**config.mk**
```make
export PLATFORM = sky130hd
export DESIGN_NAME = flow_deser_top
export DESIGN_NICKNAME = d
export VERILOG_FILES = /design/src/common/flow_pkg.sv /design/src/common/word_if.sv /design/src/common/flit_if.sv /design/src/verilog/flow_deser_top.sv /design/src/verilog/word_fifo.sv /design/src/flow_deser/flow_deser.sv /design/src/verilog/flit_skid.sv
export SDC_FILE = /design/constraint.sdc
export NUM_CORES = 1
export LEC_CHECK = 0
export CAP_MARGIN = 25
export CORE_MARGIN = 8
export CORE_UTILIZATION = 59
export CTS_BUF_LIST = sky130_fd_sc_hd__clkbuf_2
export CTS_CLUSTER_DIAMETER = 60
export DETAILED_ROUTE_END_ITERATION = 6
export DONT_BUFFER_PORTS = 1
export GPL_ROUTABILITY_DRIVEN = 0
export PLACE_DENSITY = 0.78
export SETUP_SLACK_MARGIN = 0.15
export SYNTH_ARGS = -nofsm -noshare
export SYNTH_HDL_FRONTEND = slang
export SYNTH_SLANG_ARGS = --single-unit
```
**constraint.sdc**
```tcl
create_clock -name clk -period 3.24 [get_ports clk]
set_input_delay 0.648 -clock clk [delete_from_list [all_inputs] [get_ports clk]]
set_output_delay 0.648 -clock clk [all_outputs]
set_load 0.01 [all_outputs]
```
**src/common/flow_pkg.sv**
```systemverilog
//////////////////////////////
// Flow deserializer package
// Widths, word types and the
// deserializer state encoding
//////////////////////////////

`default_nettype none

package flow_pkg;

  // Narrow flit width on the ingress side
  localparam int PUSH_WIDTH = 8;

  // Assembled word width on the egress side
  localparam int POP_WIDTH = 32;

  // Sideband metadata travels next to the payload and is never packed
  localparam int META_WIDTH = 3;

  // Flits per word, four lanes of one byte each
  localparam int RATIO = POP_WIDTH / PUSH_WIDTH;

  // Holds a flit index 0..RATIO-1 and the don't-care count
  localparam int CNT_WIDTH = $clog2(RATIO);

  // Number of finished words the egress FIFO can hold
  localparam int FIFO_DEPTH = 4;

  // One flit of payload
  typedef logic [PUSH_WIDTH-1:0] flit_data_t;

  // One assembled word, first flit in the top lane
  typedef logic [POP_WIDTH-1:0] word_data_t;

  // Sideband metadata of a flit or a word
  typedef logic [META_WIDTH-1:0] meta_t;

  // Flit index inside a word, also used for the unused lane count
  typedef logic [CNT_WIDTH-1:0] cnt_t;

  // Deserializer states
  // DESER_HOLD means a finished word sits in the output register
  // and waits for the downstream ready
  typedef enum logic {
    DESER_FILL = 1'b0,
    DESER_HOLD = 1'b1
  } deser_state_t;

endpackage : flow_pkg

`default_nettype wire
```
**src/common/word_if.sv**
```systemverilog
//////////////////////////////
// Wide word channel
// valid/ready with last, count
// of unused lanes and metadata
//////////////////////////////

`default_nettype none
`timescale 1ns/1ns

interface word_if;
  import flow_pkg::*;

  // Handshake pair, same transfer rule as the flit channel
  logic       valid;
  logic       ready;

  // Word payload with the first flit in the top lane
  word_data_t data;
  logic       last;

  // Number of trailing lanes that carry stale data
  // Always zero unless last is set
  cnt_t       dont_care_count;
  meta_t      metadata;

  // Producer of words
  modport sender (
    output valid,
    output data,
    output last,
    output dont_care_count,
    output metadata,
    input  ready
  );

  // Consumer of words
  modport receiver (
    input  valid,
    input  data,
    input  last,
    input  dont_care_count,
    input  metadata,
    output ready
  );

endinterface : word_if

`default_nettype wire

```
**src/common/flit_if.sv**
```systemverilog
//////////////////////////////
// Narrow flit channel
// valid/ready with last and meta
//////////////////////////////

`default_nettype none
`timescale 1ns/1ns

interface flit_if;
  import flow_pkg::*;

  // Handshake pair, a transfer happens when both are high at clk
  logic       valid;
  logic       ready;

  // Payload, held stable by the sender until it is taken
  flit_data_t data;
  logic       last;
  meta_t      metadata;

  // Source side drives everything except ready
  modport sender (
    output valid,
    output data,
    output last,
    output metadata,
    input  ready
  );

  // Sink side only answers with ready
  modport receiver (
    input  valid,
    input  data,
    input  last,
    input  metadata,
    output ready
  );

endinterface : flit_if

`default_nettype wire

```
**src/verilog/flow_deser_top.sv**
```systemverilog
//////////////////////////////
// Deserializing link top level
// skid -> deserializer -> FIFO
//////////////////////////////

`default_nettype none
`timescale 1ns/1ns

module flow_deser_top (
  input  logic                 clk,
  input  logic                 rst_n,

  // Narrow flit input
  input  logic                 in_valid,
  output logic                 in_ready,
  input  flow_pkg::flit_data_t in_data,
  input  logic                 in_last,
  input  flow_pkg::meta_t      in_metadata,

  // Wide word output
  output logic                 out_valid,
  input  logic                 out_ready,
  output flow_pkg::word_data_t out_data,
  output logic                 out_last,
  output flow_pkg::cnt_t       out_dont_care_count,
  output flow_pkg::meta_t      out_metadata
);

  // Channels between the pins and the three stages
  flit_if in_flit ();
  flit_if skid_flit ();
  word_if deser_word ();
  word_if out_word ();

  // Input pins into the skid channel
  assign in_flit.valid    = in_valid;
  assign in_flit.data     = in_data;
  assign in_flit.last     = in_last;
  assign in_flit.metadata = in_metadata;
  assign in_ready         = in_flit.ready;

  flit_skid u_skid (
    .clk   (clk),
    .rst_n (rst_n),
    .up    (in_flit),
    .down  (skid_flit)
  );

  flow_deser u_deser (
    .clk   (clk),
    .rst_n (rst_n),
    .flits (skid_flit),
    .words (deser_word)
  );

  word_fifo u_fifo (
    .clk   (clk),
    .rst_n (rst_n),
    .wr    (deser_word),
    .rd    (out_word)
  );

  // FIFO read side out to the pins
  assign out_word.ready      = out_ready;
  assign out_valid           = out_word.valid;
  assign out_data            = out_word.data;
  assign out_last            = out_word.last;
  assign out_dont_care_count = out_word.dont_care_count;
  assign out_metadata        = out_word.metadata;

endmodule : flow_deser_top

`default_nettype wire

```
**src/verilog/word_fifo.sv**
```systemverilog
//////////////////////////////
// Word FIFO, four entries,
// first-word-fall-through read
//////////////////////////////

`default_nettype none
`timescale 1ns/1ns

module word_fifo (
  input  logic     clk,
  input  logic     rst_n,
  word_if.receiver wr,
  word_if.sender   rd
);
  import flow_pkg::*;

  // Storage, one slot per word field
  word_data_t mem_data [FIFO_DEPTH];
  logic       mem_last [FIFO_DEPTH];
  cnt_t       mem_cnt  [FIFO_DEPTH];
  meta_t      mem_meta [FIFO_DEPTH];

  // Pointers wrap on their own because the depth is a power of two
  logic [$clog2(FIFO_DEPTH)-1:0]   wr_ptr;
  logic [$clog2(FIFO_DEPTH)-1:0]   rd_ptr;
  logic [$clog2(FIFO_DEPTH+1)-1:0] count;

  logic full;
  logic empty;
  logic push;
  logic pop;

  assign full  = (count == FIFO_DEPTH);
  assign empty = (count == '0);

  // When full, a read in the same cycle frees the slot for the write
  assign wr.ready = ~full | rd.ready;
  assign rd.valid = ~empty;

  assign push = wr.valid & wr.ready;
  assign pop  = rd.valid & rd.ready;

  always_ff @(posedge clk or negedge rst_n) begin
    if (!rst_n) begin
      wr_ptr <= '0;
      rd_ptr <= '0;
      count  <= '0;
    end else begin
      if (push) begin
        wr_ptr <= wr_ptr + 1'b1;
      end
      if (pop) begin
        rd_ptr <= rd_ptr + 1'b1;
      end
      case ({push, pop})
        2'b10:   count <= count + 1'b1;
        2'b01:   count <= count - 1'b1;
        default: count <= count;
      endcase
    end
  end

  // Entries are written in place, nothing else touches them
  always_ff @(posedge clk) begin
    if (push) begin
      mem_data[wr_ptr] <= wr.data;
      mem_last[wr_ptr] <= wr.last;
      mem_cnt[wr_ptr]  <= wr.dont_care_count;
      mem_meta[wr_ptr] <= wr.metadata;
    end
  end

  // Head entry shows up directly on the read side
  assign rd.data            = mem_data[rd_ptr];
  assign rd.last            = mem_last[rd_ptr];
  assign rd.dont_care_count = mem_cnt[rd_ptr];
  assign rd.metadata        = mem_meta[rd_ptr];

endmodule : word_fifo

`default_nettype wire

```
**src/flow_deser/flow_deser.sv**
```systemverilog
//////////////////////////////
// Flit to word deserializer
// Packs four flits MSB first and
// reports unused trailing lanes
//////////////////////////////

`default_nettype none
`timescale 1ns/1ns

module flow_deser (
  input  logic     clk,
  input  logic     rst_n,
  flit_if.receiver flits,
  word_if.sender   words
);
  import flow_pkg::*;

  // FSM state, DESER_HOLD while the output register is occupied
  deser_state_t state;

  // Index of the next flit inside the word being assembled
  cnt_t idx;

  // Assembly register and the metadata of the word's first flit
  word_data_t asm_data;
  meta_t      asm_meta;

  // Assembly contents with the current flit merged in
  word_data_t asm_next;
  meta_t      meta_next;

  // Lane that the current flit lands in
  cnt_t lane;

  // Registered word output
  word_data_t out_data;
  logic       out_last;
  cnt_t       out_cnt;
  meta_t      out_meta;

  logic is_final;
  logic accept;
  logic complete;
  logic take;

  // A flit closes the word at the last lane or when it carries last
  assign is_final = (idx == cnt_t'(RATIO - 1)) | flits.last;

  // The held word leaves in this cycle
  assign take = (state == DESER_HOLD) & words.ready;

  // Non-final flits are always welcome since they only touch the
  // assembly register
  // A final flit needs a free output register, either empty or
  // being emptied in this very cycle
  assign flits.ready = ~is_final | (state == DESER_FILL) | words.ready;

  assign accept   = flits.valid & flits.ready;
  assign complete = accept & is_final;

  // Lane RATIO-1-idx puts the first flit in the top bits
  // The same value is the don't-care count when this flit ends the word
  assign lane = cnt_t'(RATIO - 1) - idx;

  always_comb begin
    asm_next = asm_data;
    asm_next[lane*PUSH_WIDTH +: PUSH_WIDTH] = flits.data;
    // Metadata is taken from the first flit of every word
    meta_next = (idx == '0) ? flits.metadata : asm_meta;
  end

  always_ff @(posedge clk or negedge rst_n) begin
    if (!rst_n) begin
      state <= DESER_FILL;
      idx   <= '0;
    end else begin
      if (complete) begin
        // Output register gets refilled, so stay or go to hold
        state <= DESER_HOLD;
        idx   <= '0;
      end else begin
        if (accept) begin
          idx <= idx + 1'b1;
        end
        if (take) begin
          state <= DESER_FILL;
        end
      end
    end
  end

  // Lanes past the last flit keep stale bytes from earlier words
  always_ff @(posedge clk) begin
    if (accept) begin
      asm_data <= asm_next;
      asm_meta <= meta_next;
    end
    if (complete) begin
      out_data <= asm_next;
      out_last <= flits.last;
      out_cnt  <= lane;
      out_meta <= meta_next;
    end
  end

  assign words.valid           = (state == DESER_HOLD);
  assign words.data            = out_data;
  assign words.last            = out_last;
  assign words.dont_care_count = out_cnt;
  assign words.metadata        = out_meta;

endmodule : flow_deser

`default_nettype wire

```
**src/verilog/flit_skid.sv**
```systemverilog
//////////////////////////////
// Ingress skid buffer, main and
// spill register, registered ready
//////////////////////////////

`default_nettype none
`timescale 1ns/1ns

module flit_skid (
  input  logic     clk,
  input  logic     rst_n,
  flit_if.receiver up,
  flit_if.sender   down
);
  import flow_pkg::*;

  // Main register feeds the output directly
  logic       main_valid;
  flit_data_t main_data;
  logic       main_last;
  meta_t      main_meta;

  // Spill register catches the flit that arrives during a stall
  logic       spill_valid;
  flit_data_t spill_data;
  logic       spill_last;
  meta_t      spill_meta;

  logic accept;
  logic drain;
  logic load_main_up;
  logic load_main_spill;
  logic load_spill;

  // Ready only looks at occupancy, so no path from down.ready to up.ready
  // It drops only once both registers hold a flit
  assign up.ready = ~spill_valid;

  assign accept = up.valid & ~spill_valid;
  assign drain  = main_valid & down.ready;

  // A waiting spill flit always moves up first to keep the order
  assign load_main_spill = spill_valid & drain;
  // New flit goes straight to main when main is free or being emptied
  assign load_main_up    = accept & (~main_valid | drain);
  // Otherwise it has to park in the spill register
  assign load_spill      = accept & main_valid & ~drain;

  always_ff @(posedge clk or negedge rst_n) begin
    if (!rst_n) begin
      main_valid  <= 1'b0;
      spill_valid <= 1'b0;
    end else begin
      if (load_main_up || load_main_spill) begin
        main_valid <= 1'b1;
      end else if (drain) begin
        main_valid <= 1'b0;
      end
      if (load_spill) begin
        spill_valid <= 1'b1;
      end else if (load_main_spill) begin
        spill_valid <= 1'b0;
      end
    end
  end

  // Payload registers only follow the load strobes
  always_ff @(posedge clk) begin
    if (load_main_spill) begin
      main_data <= spill_data;
      main_last <= spill_last;
      main_meta <= spill_meta;
    end else if (load_main_up) begin
      main_data <= up.data;
      main_last <= up.last;
      main_meta <= up.metadata;
    end
    if (load_spill) begin
      spill_data <= up.data;
      spill_last <= up.last;
      spill_meta <= up.metadata;
    end
  end

  assign down.valid    = main_valid;
  assign down.data     = main_data;
  assign down.last     = main_last;
  assign down.metadata = main_meta;

endmodule : flit_skid

`default_nettype wire

```
**Yosys cells after proc, flatten, opt, wreduce, memory -nomap -nowiden**

Memories as Yosys holds them, arrays and structs flattened.
Cells that the tools add are included.

- Register bits: 109
- RAM bits: 152
- Input port bits: 16
- Output and inout port bits: 40
- Word-level logic and storage cells: 85
- Memories: 4

- Add/sub/neg operators: 7
- Equality and inequality tests: 4
- Shift operators: 2
- Muxes and demuxes: 19
- Bitwise logic cells: 21
- Reductions and logical operators: 9

Memory list:

| name | depth | width | rd ports | clocked after memory_dff | write ports | line | text |
|---|---|---|---|---|---|---|---|
| u_fifo.mem_data | 4 | 32 | 1 | 0 | 1 | word_fifo.sv:18 | `word_data_t mem_data [FIFO_DEPTH];` |
| u_fifo.mem_meta | 4 | 3 | 1 | 0 | 1 | word_fifo.sv:21 | `meta_t mem_meta [FIFO_DEPTH];` |
| u_fifo.mem_cnt | 4 | 2 | 1 | 0 | 1 | word_fifo.sv:20 | `cnt_t mem_cnt [FIFO_DEPTH];` |
| u_fifo.mem_last | 4 | 1 | 1 | 0 | 1 | word_fifo.sv:19 | `logic mem_last [FIFO_DEPTH];` |

Operators with widths:

| cell | number |
|---|---|
| $neg 5->34 | 1 |
| $shift 8x34->32 const A | 1 |
| $shiftx 8x34->32 | 1 |
| $bwmux 32 | 1 |
| $mux 8 | 2 |
| $reduce_bool 2->1 | 6 |
| $mux 1 | 10 |
| $and 1x1->1 | 9 |
| $mux 3 | 3 |
| $not 1->1 | 7 |
| $add 2x1->2 const B | 3 |
| $pmux 3 s2 | 1 |
| $or 1x1->1 | 5 |
| $eq 2x2->1 const B | 2 |
| $mux 2 | 2 |
| $add 3x1->3 const B | 1 |
| $eq 3x3->1 const B | 1 |
| $logic_not 3->1 | 1 |
| $sub 3x1->3 const B | 1 |
| $eq 2x1->1 const B | 1 |
| $logic_not 2->1 | 1 |
| $sub 2x2->2 const A | 1 |
| $logic_or 1x1->1 | 1 |

**Longest topological paths before layout**

Gate-level depths: netlist (run 1).

- Depth after elaboration: 10
- Depth in mapped cells: 9
- Gate-level depth less buffers: 8

**By module**

Synthesis (run 1) repeated with hierarchy kept, for this count alone.

- Cell total of the unflattened synthesis: 486
- Area total of the unflattened synthesis: 9915.8 µm²

Modules (own cells, without submodules):

| module | times used | cells an instance | area each (µm²) |
|---|---|---|---|
| word_fifo | 1 | 238 | 5903.2 |
| flow_deser | 1 | 198 | 2994.1 |
| flit_skid | 1 | 50 | 1018.5 |

**Worst setup path after synthesis (run 1)**

OpenSTA, ideal clock, no wires.

- Kind: flip-flop to flip-flop
- Start: register u_deser.idx[0]
- End: register u_deser.out_data[0], in the netlist u_deser.words.data[0], enable pin
- Library setup time: 446 ps
- Arrival: 3049 ps
- Data required time: 2794 ps
- Path slack: -254 ps
- Stages on the path, launching flop included: 5
- Path buffers: 1
- Clock period less this slack: 3494 ps
- Cell sequence: dfrtp_1 > ha_1 > buf_1 > o21ai_0 > a21oi_1

- Word-level cells in the longest chain between the ends: 7

Ends and longest elaborated chain:

| item | line | text |
|---|---|---|
| start, declared | flow_deser.sv:22 | `cnt_t idx;` |
| start signal, assigned | flow_deser.sv:83 | `idx <= idx + 1'b1;` |
| $eq 2x2->1 (*) | flow_deser.sv:47 | `assign is_final = (idx == cnt_t'(RATIO - 1)) \| flits.last;` |
| $or 1x1->1 (*) | flow_deser.sv:47 |  |
| $not 1->1 | flow_deser.sv:56 | `assign flits.ready = ~is_final \| (state == DESER_FILL) \| words.ready;` |
| $or 1x1->1 (2 in a row) | flow_deser.sv:56 |  |
| $and 1x1->1 | flow_deser.sv:58 | `assign accept = flits.valid & flits.ready;` |
| $and 1x1->1 (*) | flow_deser.sv:59 | `assign complete = accept & is_final;` |
| via u_deser.complete | flow_deser.sv:43 | `logic complete;` |
| end signal, assigned | flow_deser.sv:99 | `out_data <= asm_next;` |
| end, declared | flow_deser.sv:36 | `word_data_t out_data;` |

Mark *: on every way through the listed nets, which the timed path passes. The rest lies on a longest branch.
A chain may end at the register's enable or synchronous reset.

**Final worst setup path (run 1)**

- Start: register u_fifo.rd_ptr[0]
- End: output port out_data[3]

- Word-level cells in the longest chain between the ends: 1

Ends and longest elaborated chain:

| item | line | text |
|---|---|---|
| start, declared | word_fifo.sv:25 | `logic [$clog2(FIFO_DEPTH)-1:0] rd_ptr;` |
| start signal, assigned | word_fifo.sv:53 | `rd_ptr <= rd_ptr + 1'b1;` |
| $mem_v2 4x32 | n/a |  |
| end, declared | flow_deser_top.sv:23 | `output flow_pkg::word_data_t out_data,` |

No other way between the ends.

==> results of run 1 <==
-- worst reg2reg max path, cell delays in order (launching register included) --
cell and delay, ns:
dfrtp_1 0.52, ha_1 0.70, o21ai_0 0.39, a21oi_4 0.19
buf_4 0.44
-- cell families after synthesis --
group / count (synthesis) / share of synthesized area (%)
flops: 261 / 79.2
xor+xnor: 6 / 0.535
simple gates: 54 / 2.61
compound gates: 46 / 2.73
mux: 55 / 11.0
buf+inv: 58 / 2.45
fa+ha+maj: 11 / 1.48
-- area by class of cell --
class                           count  share of cell area (%)
Multi-Input combinational cell    172                    16.6
Clock buffer                       94                    4.29
Tap cell                          220                    2.51
Clock inverter                     14                   0.959
Antenna cell                        2                  0.0457
Sequential cell                   261                    71.0
Inverter                           41                    1.40
Timing Repair Buffer               36                    3.22
-- registers in the layout, indices dropped and copies added (netlist names) --
signal	count
u_fifo.mem_cnt	8
u_skid.spill_valid	1
u_deser.idx	2
u_skid.down.data	8
u_fifo.mem_meta	12
u_skid.down.valid	1
u_skid.spill_last	1
u_deser.words.data	32
u_skid.down.last	1
u_fifo.mem_last	4
u_skid.spill_meta	3
u_fifo.mem_data	128
u_fifo.rd_ptr	2
u_deser.asm_data	32
u_fifo.count	3
u_skid.down.metadata	3
u_deser.words.valid	1
u_deser.words.last	1
u_deser.words.dont_care_count	2
u_fifo.wr_ptr	2
u_deser.asm_meta	3
u_skid.spill_data	8
u_deser.words.metadata	3
-- cell usage in the layout (no fill, tap or decap), types with 11 or more instances in the layout --
master         instances
clkinv_1              12
buf_4                 11
nand2_1               38
o21ai_0               25
edfxtp_1             249
dfrtp_1               11
inv_1                 41
clkbuf_2              94
mux4_2                38
dlygate4sd3_1         23
-- stage by stage --
stage	hold WS [ns]	setup slack, ns	power, mW
2_1_floorplan	0.352	0.578	7.08
3_3_place_gp	0.353	0.656	7.66
3_5_place_dp	0.353	0.567	7.82
4_1_cts	0.00199	0.405	9.96
5_1_grt	-0.00387	0.348	10.4
6_report	0.0979	0.490	9.86
-- per-layer routing --
layer  global-route usage, %  vias up  wire [um]
li1                        -     2112          -
met1                    18.4     2357       6420
met2                    26.6      139       8750
met3                    4.66       40       1270
met4                    7.68        0        435
met5                       0        -          0
-- path summary, 6_finish.rpt --
kind,start,endpoint,slack (ns),cells after the start
max,u_fifo.rd_ptr[0],out_data[3],0.49,2
min reg2reg,u_deser.words.data[18],u_fifo.mem_data[1][18],0.49,0
min,out_ready,u_deser.words.valid,0.1,3
max in group asynchronous,rst_n,u_fifo.rd_ptr[0],2.55,1
min in group asynchronous,rst_n,u_fifo.rd_ptr[1],0.26,1
max reg2reg,u_deser.idx[0],u_deser.words.metadata[1],0.61,4
-- what timing repair did --
item,4_1_cts,5_1_grt
hold endpoints to repair,28,9
buffers inserted,1,0
gates resized for setup,1,0
setup endpoints to repair,23,0
hold buffers,14,9
-- power by group --
part           leakage [nW]  internal (mW)  total (mW)  switching, mW
logic                 0.997          0.954        2.41           1.46
registers              2.43           4.92        5.35          0.436
clock network         0.438          0.917        2.10           1.18
total                  3.87           6.79        9.86           3.07
==> results.py, run 1 <==
metrics = {
    "outcome": {
        "outcome": "complete, no violations",
    },
    "setup_path": {
        "critPathKind": "reg2out",
        "cp_top_family": "multiplexers",
        "cp-start-kind": "flop",
        "slowest_delay_ns": 0.59,
        "worstPathMaxFanout": 23,
        "path_cells": "buf_12 -> mux4_2",
        "cpMaxStageDelayCell": "mux4_2",
        "cp_data_arrival_time_ns": 2.10,
        "endpoint_kind": "primary output",
        "cp_num_buf_inv": 1,
        "cp.required_ns": 2.59,
    },
    "route": {
        "via_per_inst": 5.53,
        "drt_first_pass_iters": 5,
        "vias": 4648,
        "drtIter0Drc": 324,
        "ant_nets": 0,
        "drc": 0,
        "wl_um": 16900,
        "routedWlPerCell_um": 20.1,
    },
    "synthesis": {
        "synth_edf_count": 249,
        "synthesis.area_mm2": 0.00982,
        "syn_inst": 491,
        "async_flop_share_pct": 4.60,
        "syn_nets": 518,
        "ys_warn_count": 0,
        "ys_ff_latch": 261,
        "synth_area_leaders": "edfxtp_1, mux4_2, dfrtp_1",
        "synth_common_cells": "edfxtp_1, inv_1, mux4_2, nand2_1, o21ai_0",
        "yosysMostFrequentCell": "edfxtp_1",
        "synth.largest_area_cell": "edfxtp_1",
        "avgSynthCellArea_um2": 20.0,
        "synth-main-ff-cell": "edfxtp_1",
        "synth_top_area_share_pct": 76.1,
        "ys_types": 37,
        "ys_seq_area_share_pct": 79.2,
    },
    "clock_network": {
        "cts_root_buffer": "clkbuf_2",
        "cts_buffer_depth": 3,
        "numCtsBuffers": 58,
        "cts_tree": "done",
        "clkSinkCount": 261,
        "cts.clk_slew.worst_paths_ns": 0.11,
        "clkLatencyLatePin_ns": 0.80,
        "cts-htree-levels": 2,
    },
    "die": {
        "fp.dieW_um": 145,
        "core_area_mm2": 0.0164,
        "start_util_pct": 59.9,
        "pin_count": 56,
        "die_area_mm2": 0.0210,
        "rows": 47,
        "chipHeight_um": 145,
    },
    "sta": {
        "finalCriticalPeriod_ns": 2.75,
        "tightest_slew_ns": 0.773,
        "finalSetupTns_ns": 0,
        "report.final.slew_viol_count": 0,
        "timing.fmax_mhz": 364,
        "hold_viol_final": 0,
        "grt_setup_unrepaired": "no",
        "slew_headroom_pct": 47.8,
        "fin_crit_sh_pct": 84.9,
        "setup_violations": 0,
        "skew_ns": 0.0448,
    },
    "grt": {
        "antenna_found_initial": 2,
        "grt_first_pass_wirelength_um": 26100,
        "overflow": 0,
        "grt_pass1_vias": 4959,
        "track_usage_pct": 15.8,
        "grt_max_degree": 39,
    },
    "final_layout": {
        "final_util_pct": 66.8,
        "final_cells": 840,
        "seq_area_mm2": 0.00778,
        "syn_to_final_growth_pct": 11.6,
        "fin_nets": 597,
        "multi_input_area_mm2": 0.00182,
        "drive_above_1_share_pct": 26.5,
        "fin_area_mm2": 0.0110,
        "fill_cells": 1052,
    },
    "power": {
        "power_leakage_nw": 3.87,
        "p_per_area_mw_per_mm2": 900,
        "vdd_drop_max_mv": 0.682,
    },
    "place": {
        "port_buffers": 0,
        "dp_hpwl_um": 9950,
        "placed_cell_area_mm2": 0.0101,
        "dp.cells": 706,
    },
    "worst_hold_path": {
        "hold_class": "in2reg",
    },
    "run": {
        "max-cap-violations": 0,
    },
}
Note: power is estimated with default switching activity, not from simulation.
==> run 2, diff against run 1 <==
CORE_UTILIZATION = 60   (was 59)
PLACE_DENSITY = 0.76   (was 0.78)
clock period = 2.85 ns   (was 3.24 ns; I/O delays follow)
==> run 2 against run 1 <==
  * Clock skew grew 0.014 ns
  * Non-clock buffer count shrank 1
  * Highest routed layer unchanged
  * Cell count shrank 0.95%
  * Hold slack better by 0.013 ns
  * Count of clock-buffer cells in the layout did not move
  * Sequential power up 14%
  * Core utilization rose by 1.9 points
  * Critical path depth up 1
  * Power increased by 14%
  * Largest power group unchanged
  * Combinational power is 25% higher
==> results.py, run 2 (synthesis gave the netlist of run 1 again) <==
metrics = {
    "outcome": {
        "outcome": "complete, no violations",
    },
    "final_layout": {
        "layout_common_cells": "edfxtp_1, clkbuf_2, inv_1",
        "regMostFlops": "u_fifo.mem_data",
        "drive_above_1_share_pct": 28.0,
        "final_common_cell": "edfxtp_1",
        "multi_input_area_mm2": 0.00182,
        "largest_reg_flops": 128,
        "fill_cells": 1012,
        "syn_to_final_growth_pct": 11.5,
        "seq_area_mm2": 0.00778,
        "fin_area_mm2": 0.0109,
        "fin_nets": 596,
    },
    "sta": {
        "hold_viol_final": 0,
        "finalSetupTns_ns": 0,
        "finalCriticalPeriod_ns": 2.63,
        "report.final.slew_viol_count": 0,
        "setup_violations": 0,
        "timing.hold.ws_ns": 0.111,
        "grt_setup_unrepaired": "yes",
        "fin_ws_ns": 0.218,
        "skew_ns": 0.0586,
        "fin_crit_sh_pct": 92.3,
        "timing.fmax_mhz": 380,
        "tightest_slew_ns": 1.14,
        "slew_headroom_pct": 24.0,
    },
    "route": {
        "via_per_inst": 5.57,
        "drc": 0,
        "ant_nets": 0,
        "wl_um": 17200,
        "drtIter0Drc": 407,
        "drt_first_pass_iters": 5,
        "vias": 4631,
        "routedWlPerCell_um": 20.6,
    },
    "die": {
        "fp.dieW_um": 144,
        "start_util_pct": 61.6,
        "chipHeight_um": 144,
        "die_area_mm2": 0.0207,
        "rows": 46,
        "core_area_mm2": 0.0159,
        "pin_count": 56,
    },
    "clock_network": {
        "cts.clk_slew.worst_paths_ns": 0.11,
        "clkSinkCount": 261,
        "cts-htree-levels": 2,
        "numCtsBuffers": 58,
        "cts_buffer_depth": 3,
        "cts_tree": "done",
        "cts_root_buffer": "clkbuf_2",
        "clkLatencyLatePin_ns": 0.79,
    },
    "grt": {
        "grt_first_pass_wirelength_um": 26700,
        "grt_max_degree": 39,
        "overflow": 0,
        "track_usage_pct": 17.3,
        "grt_pass1_vias": 4979,
        "antenna_found_initial": 1,
    },
    "place": {
        "dp_hpwl_um": 9700,
        "port_buffers": 0,
        "place_ws_ns": 0.409,
        "placed_cell_area_mm2": 0.0101,
    },
    "setup_path": {
        "reg2reg_to": "u_skid.down.metadata[0]",
        "cp.required_ns": 2.28,
        "critPathKind": "reg2out",
        "reg2reg_slack_ns": 0.41,
        "endpoint_kind": "primary output",
        "reg2reg_from": "u_deser.idx[0]",
        "endpoint": "out_data[24]",
        "crit_start": "u_fifo.rd_ptr[0]",
        "worstRegToRegCells": 4,
        "cp_data_arrival_time_ns": 2.06,
        "cp-start-kind": "flop",
        "worstPathMaxFanout": 10,
    },
    "power": {
        "power.total_mw": 11.3,
        "vdd_drop_max_mv": 0.721,
        "power_leakage_nw": 3.88,
        "p_per_area_mw_per_mm2": 1030,
    },
    "worst_hold_path": {
        "whs_path_depth": 3,
        "hold_class": "in2reg",
    },
    "run": {
        "max-cap-violations": 0,
    },
}
-- run 2: cell count changes in the layout (fill, tap and decap cells not counted), moves of 2 or more --
cell / previous run / this run
dlygate4sd3_1: 23 / 14
bufinv_16: 2 / 0
buf_4: 11 / 15
buf_16: 0 / 4
-- run 2: area by class of cell --
cell class | instances | share of cell area, %
diodes | 1 | 0.0229
clock buffers | 94 | 4.30
clock inverters | 12 | 0.411
inverters | 41 | 1.41
multi-input cells | 172 | 16.6
flip-flops and latches | 261 | 71.1
well taps | 216 | 2.47
repair buffers | 35 | 3.73
-- run 2: critical path, stage by stage (launching register included) --
cell     delay (ns)
dfrtp_2        0.40
buf_12         0.15
buf_16         0.17
mux4_2         0.56
-- run 2: how the worst min path moves through the flow --
stage,slack [ns],endpoint,start
after CTS,0.007,u_deser.words.valid,out_ready
final,0.11,u_fifo.rd_ptr[1],out_ready
after floorplan,0.27,u_deser.idx[0],rst_n
after detailed placement,0.27,u_fifo.count[0],rst_n
after global routing,0.04,u_fifo.rd_ptr[0],out_ready
after global placement,0.27,u_fifo.count[0],rst_n
-- run 2: report_power, final --
part / leakage [nW] / total [mW] / internal [mW] / switching, mW
Clock: 0.412 / 2.17 / 0.858 / 1.31
Combinational: 1.03 / 3.02 / 1.26 / 1.76
Sequential: 2.43 / 6.08 / 5.59 / 0.483
-- run 2: routing by layer --
layer	wire length (um)	track usage [%]	up-vias
li1	-	-	2109
met1	6710	21.4	2301
met2	8670	28.1	195
met3	1410	5.28	26
met4	381	6.92	0
met5	0	0	-
-- run 2: stage by stage --
stage	utilization, %	instances
after floorplan	-	491
after global placement	63.5	703
after detailed placement	63.5	703
after CTS	68.5	829
after global routing	68.7	832
final	68.7	832
-- run 2: timing repair --
| action | in CTS | in global routing |
|---|---|---|
| hold buffers | 14 | 0 |
| hold endpoints to repair | 38 | 0 |
| gates cloned | 3 | 1 |
| setup buffers | 3 | 1 |
| gates resized for setup | 6 | 0 |
| pin swaps | 0 | 0 |
| endpoints found under the setup margin | 38 | 38 |
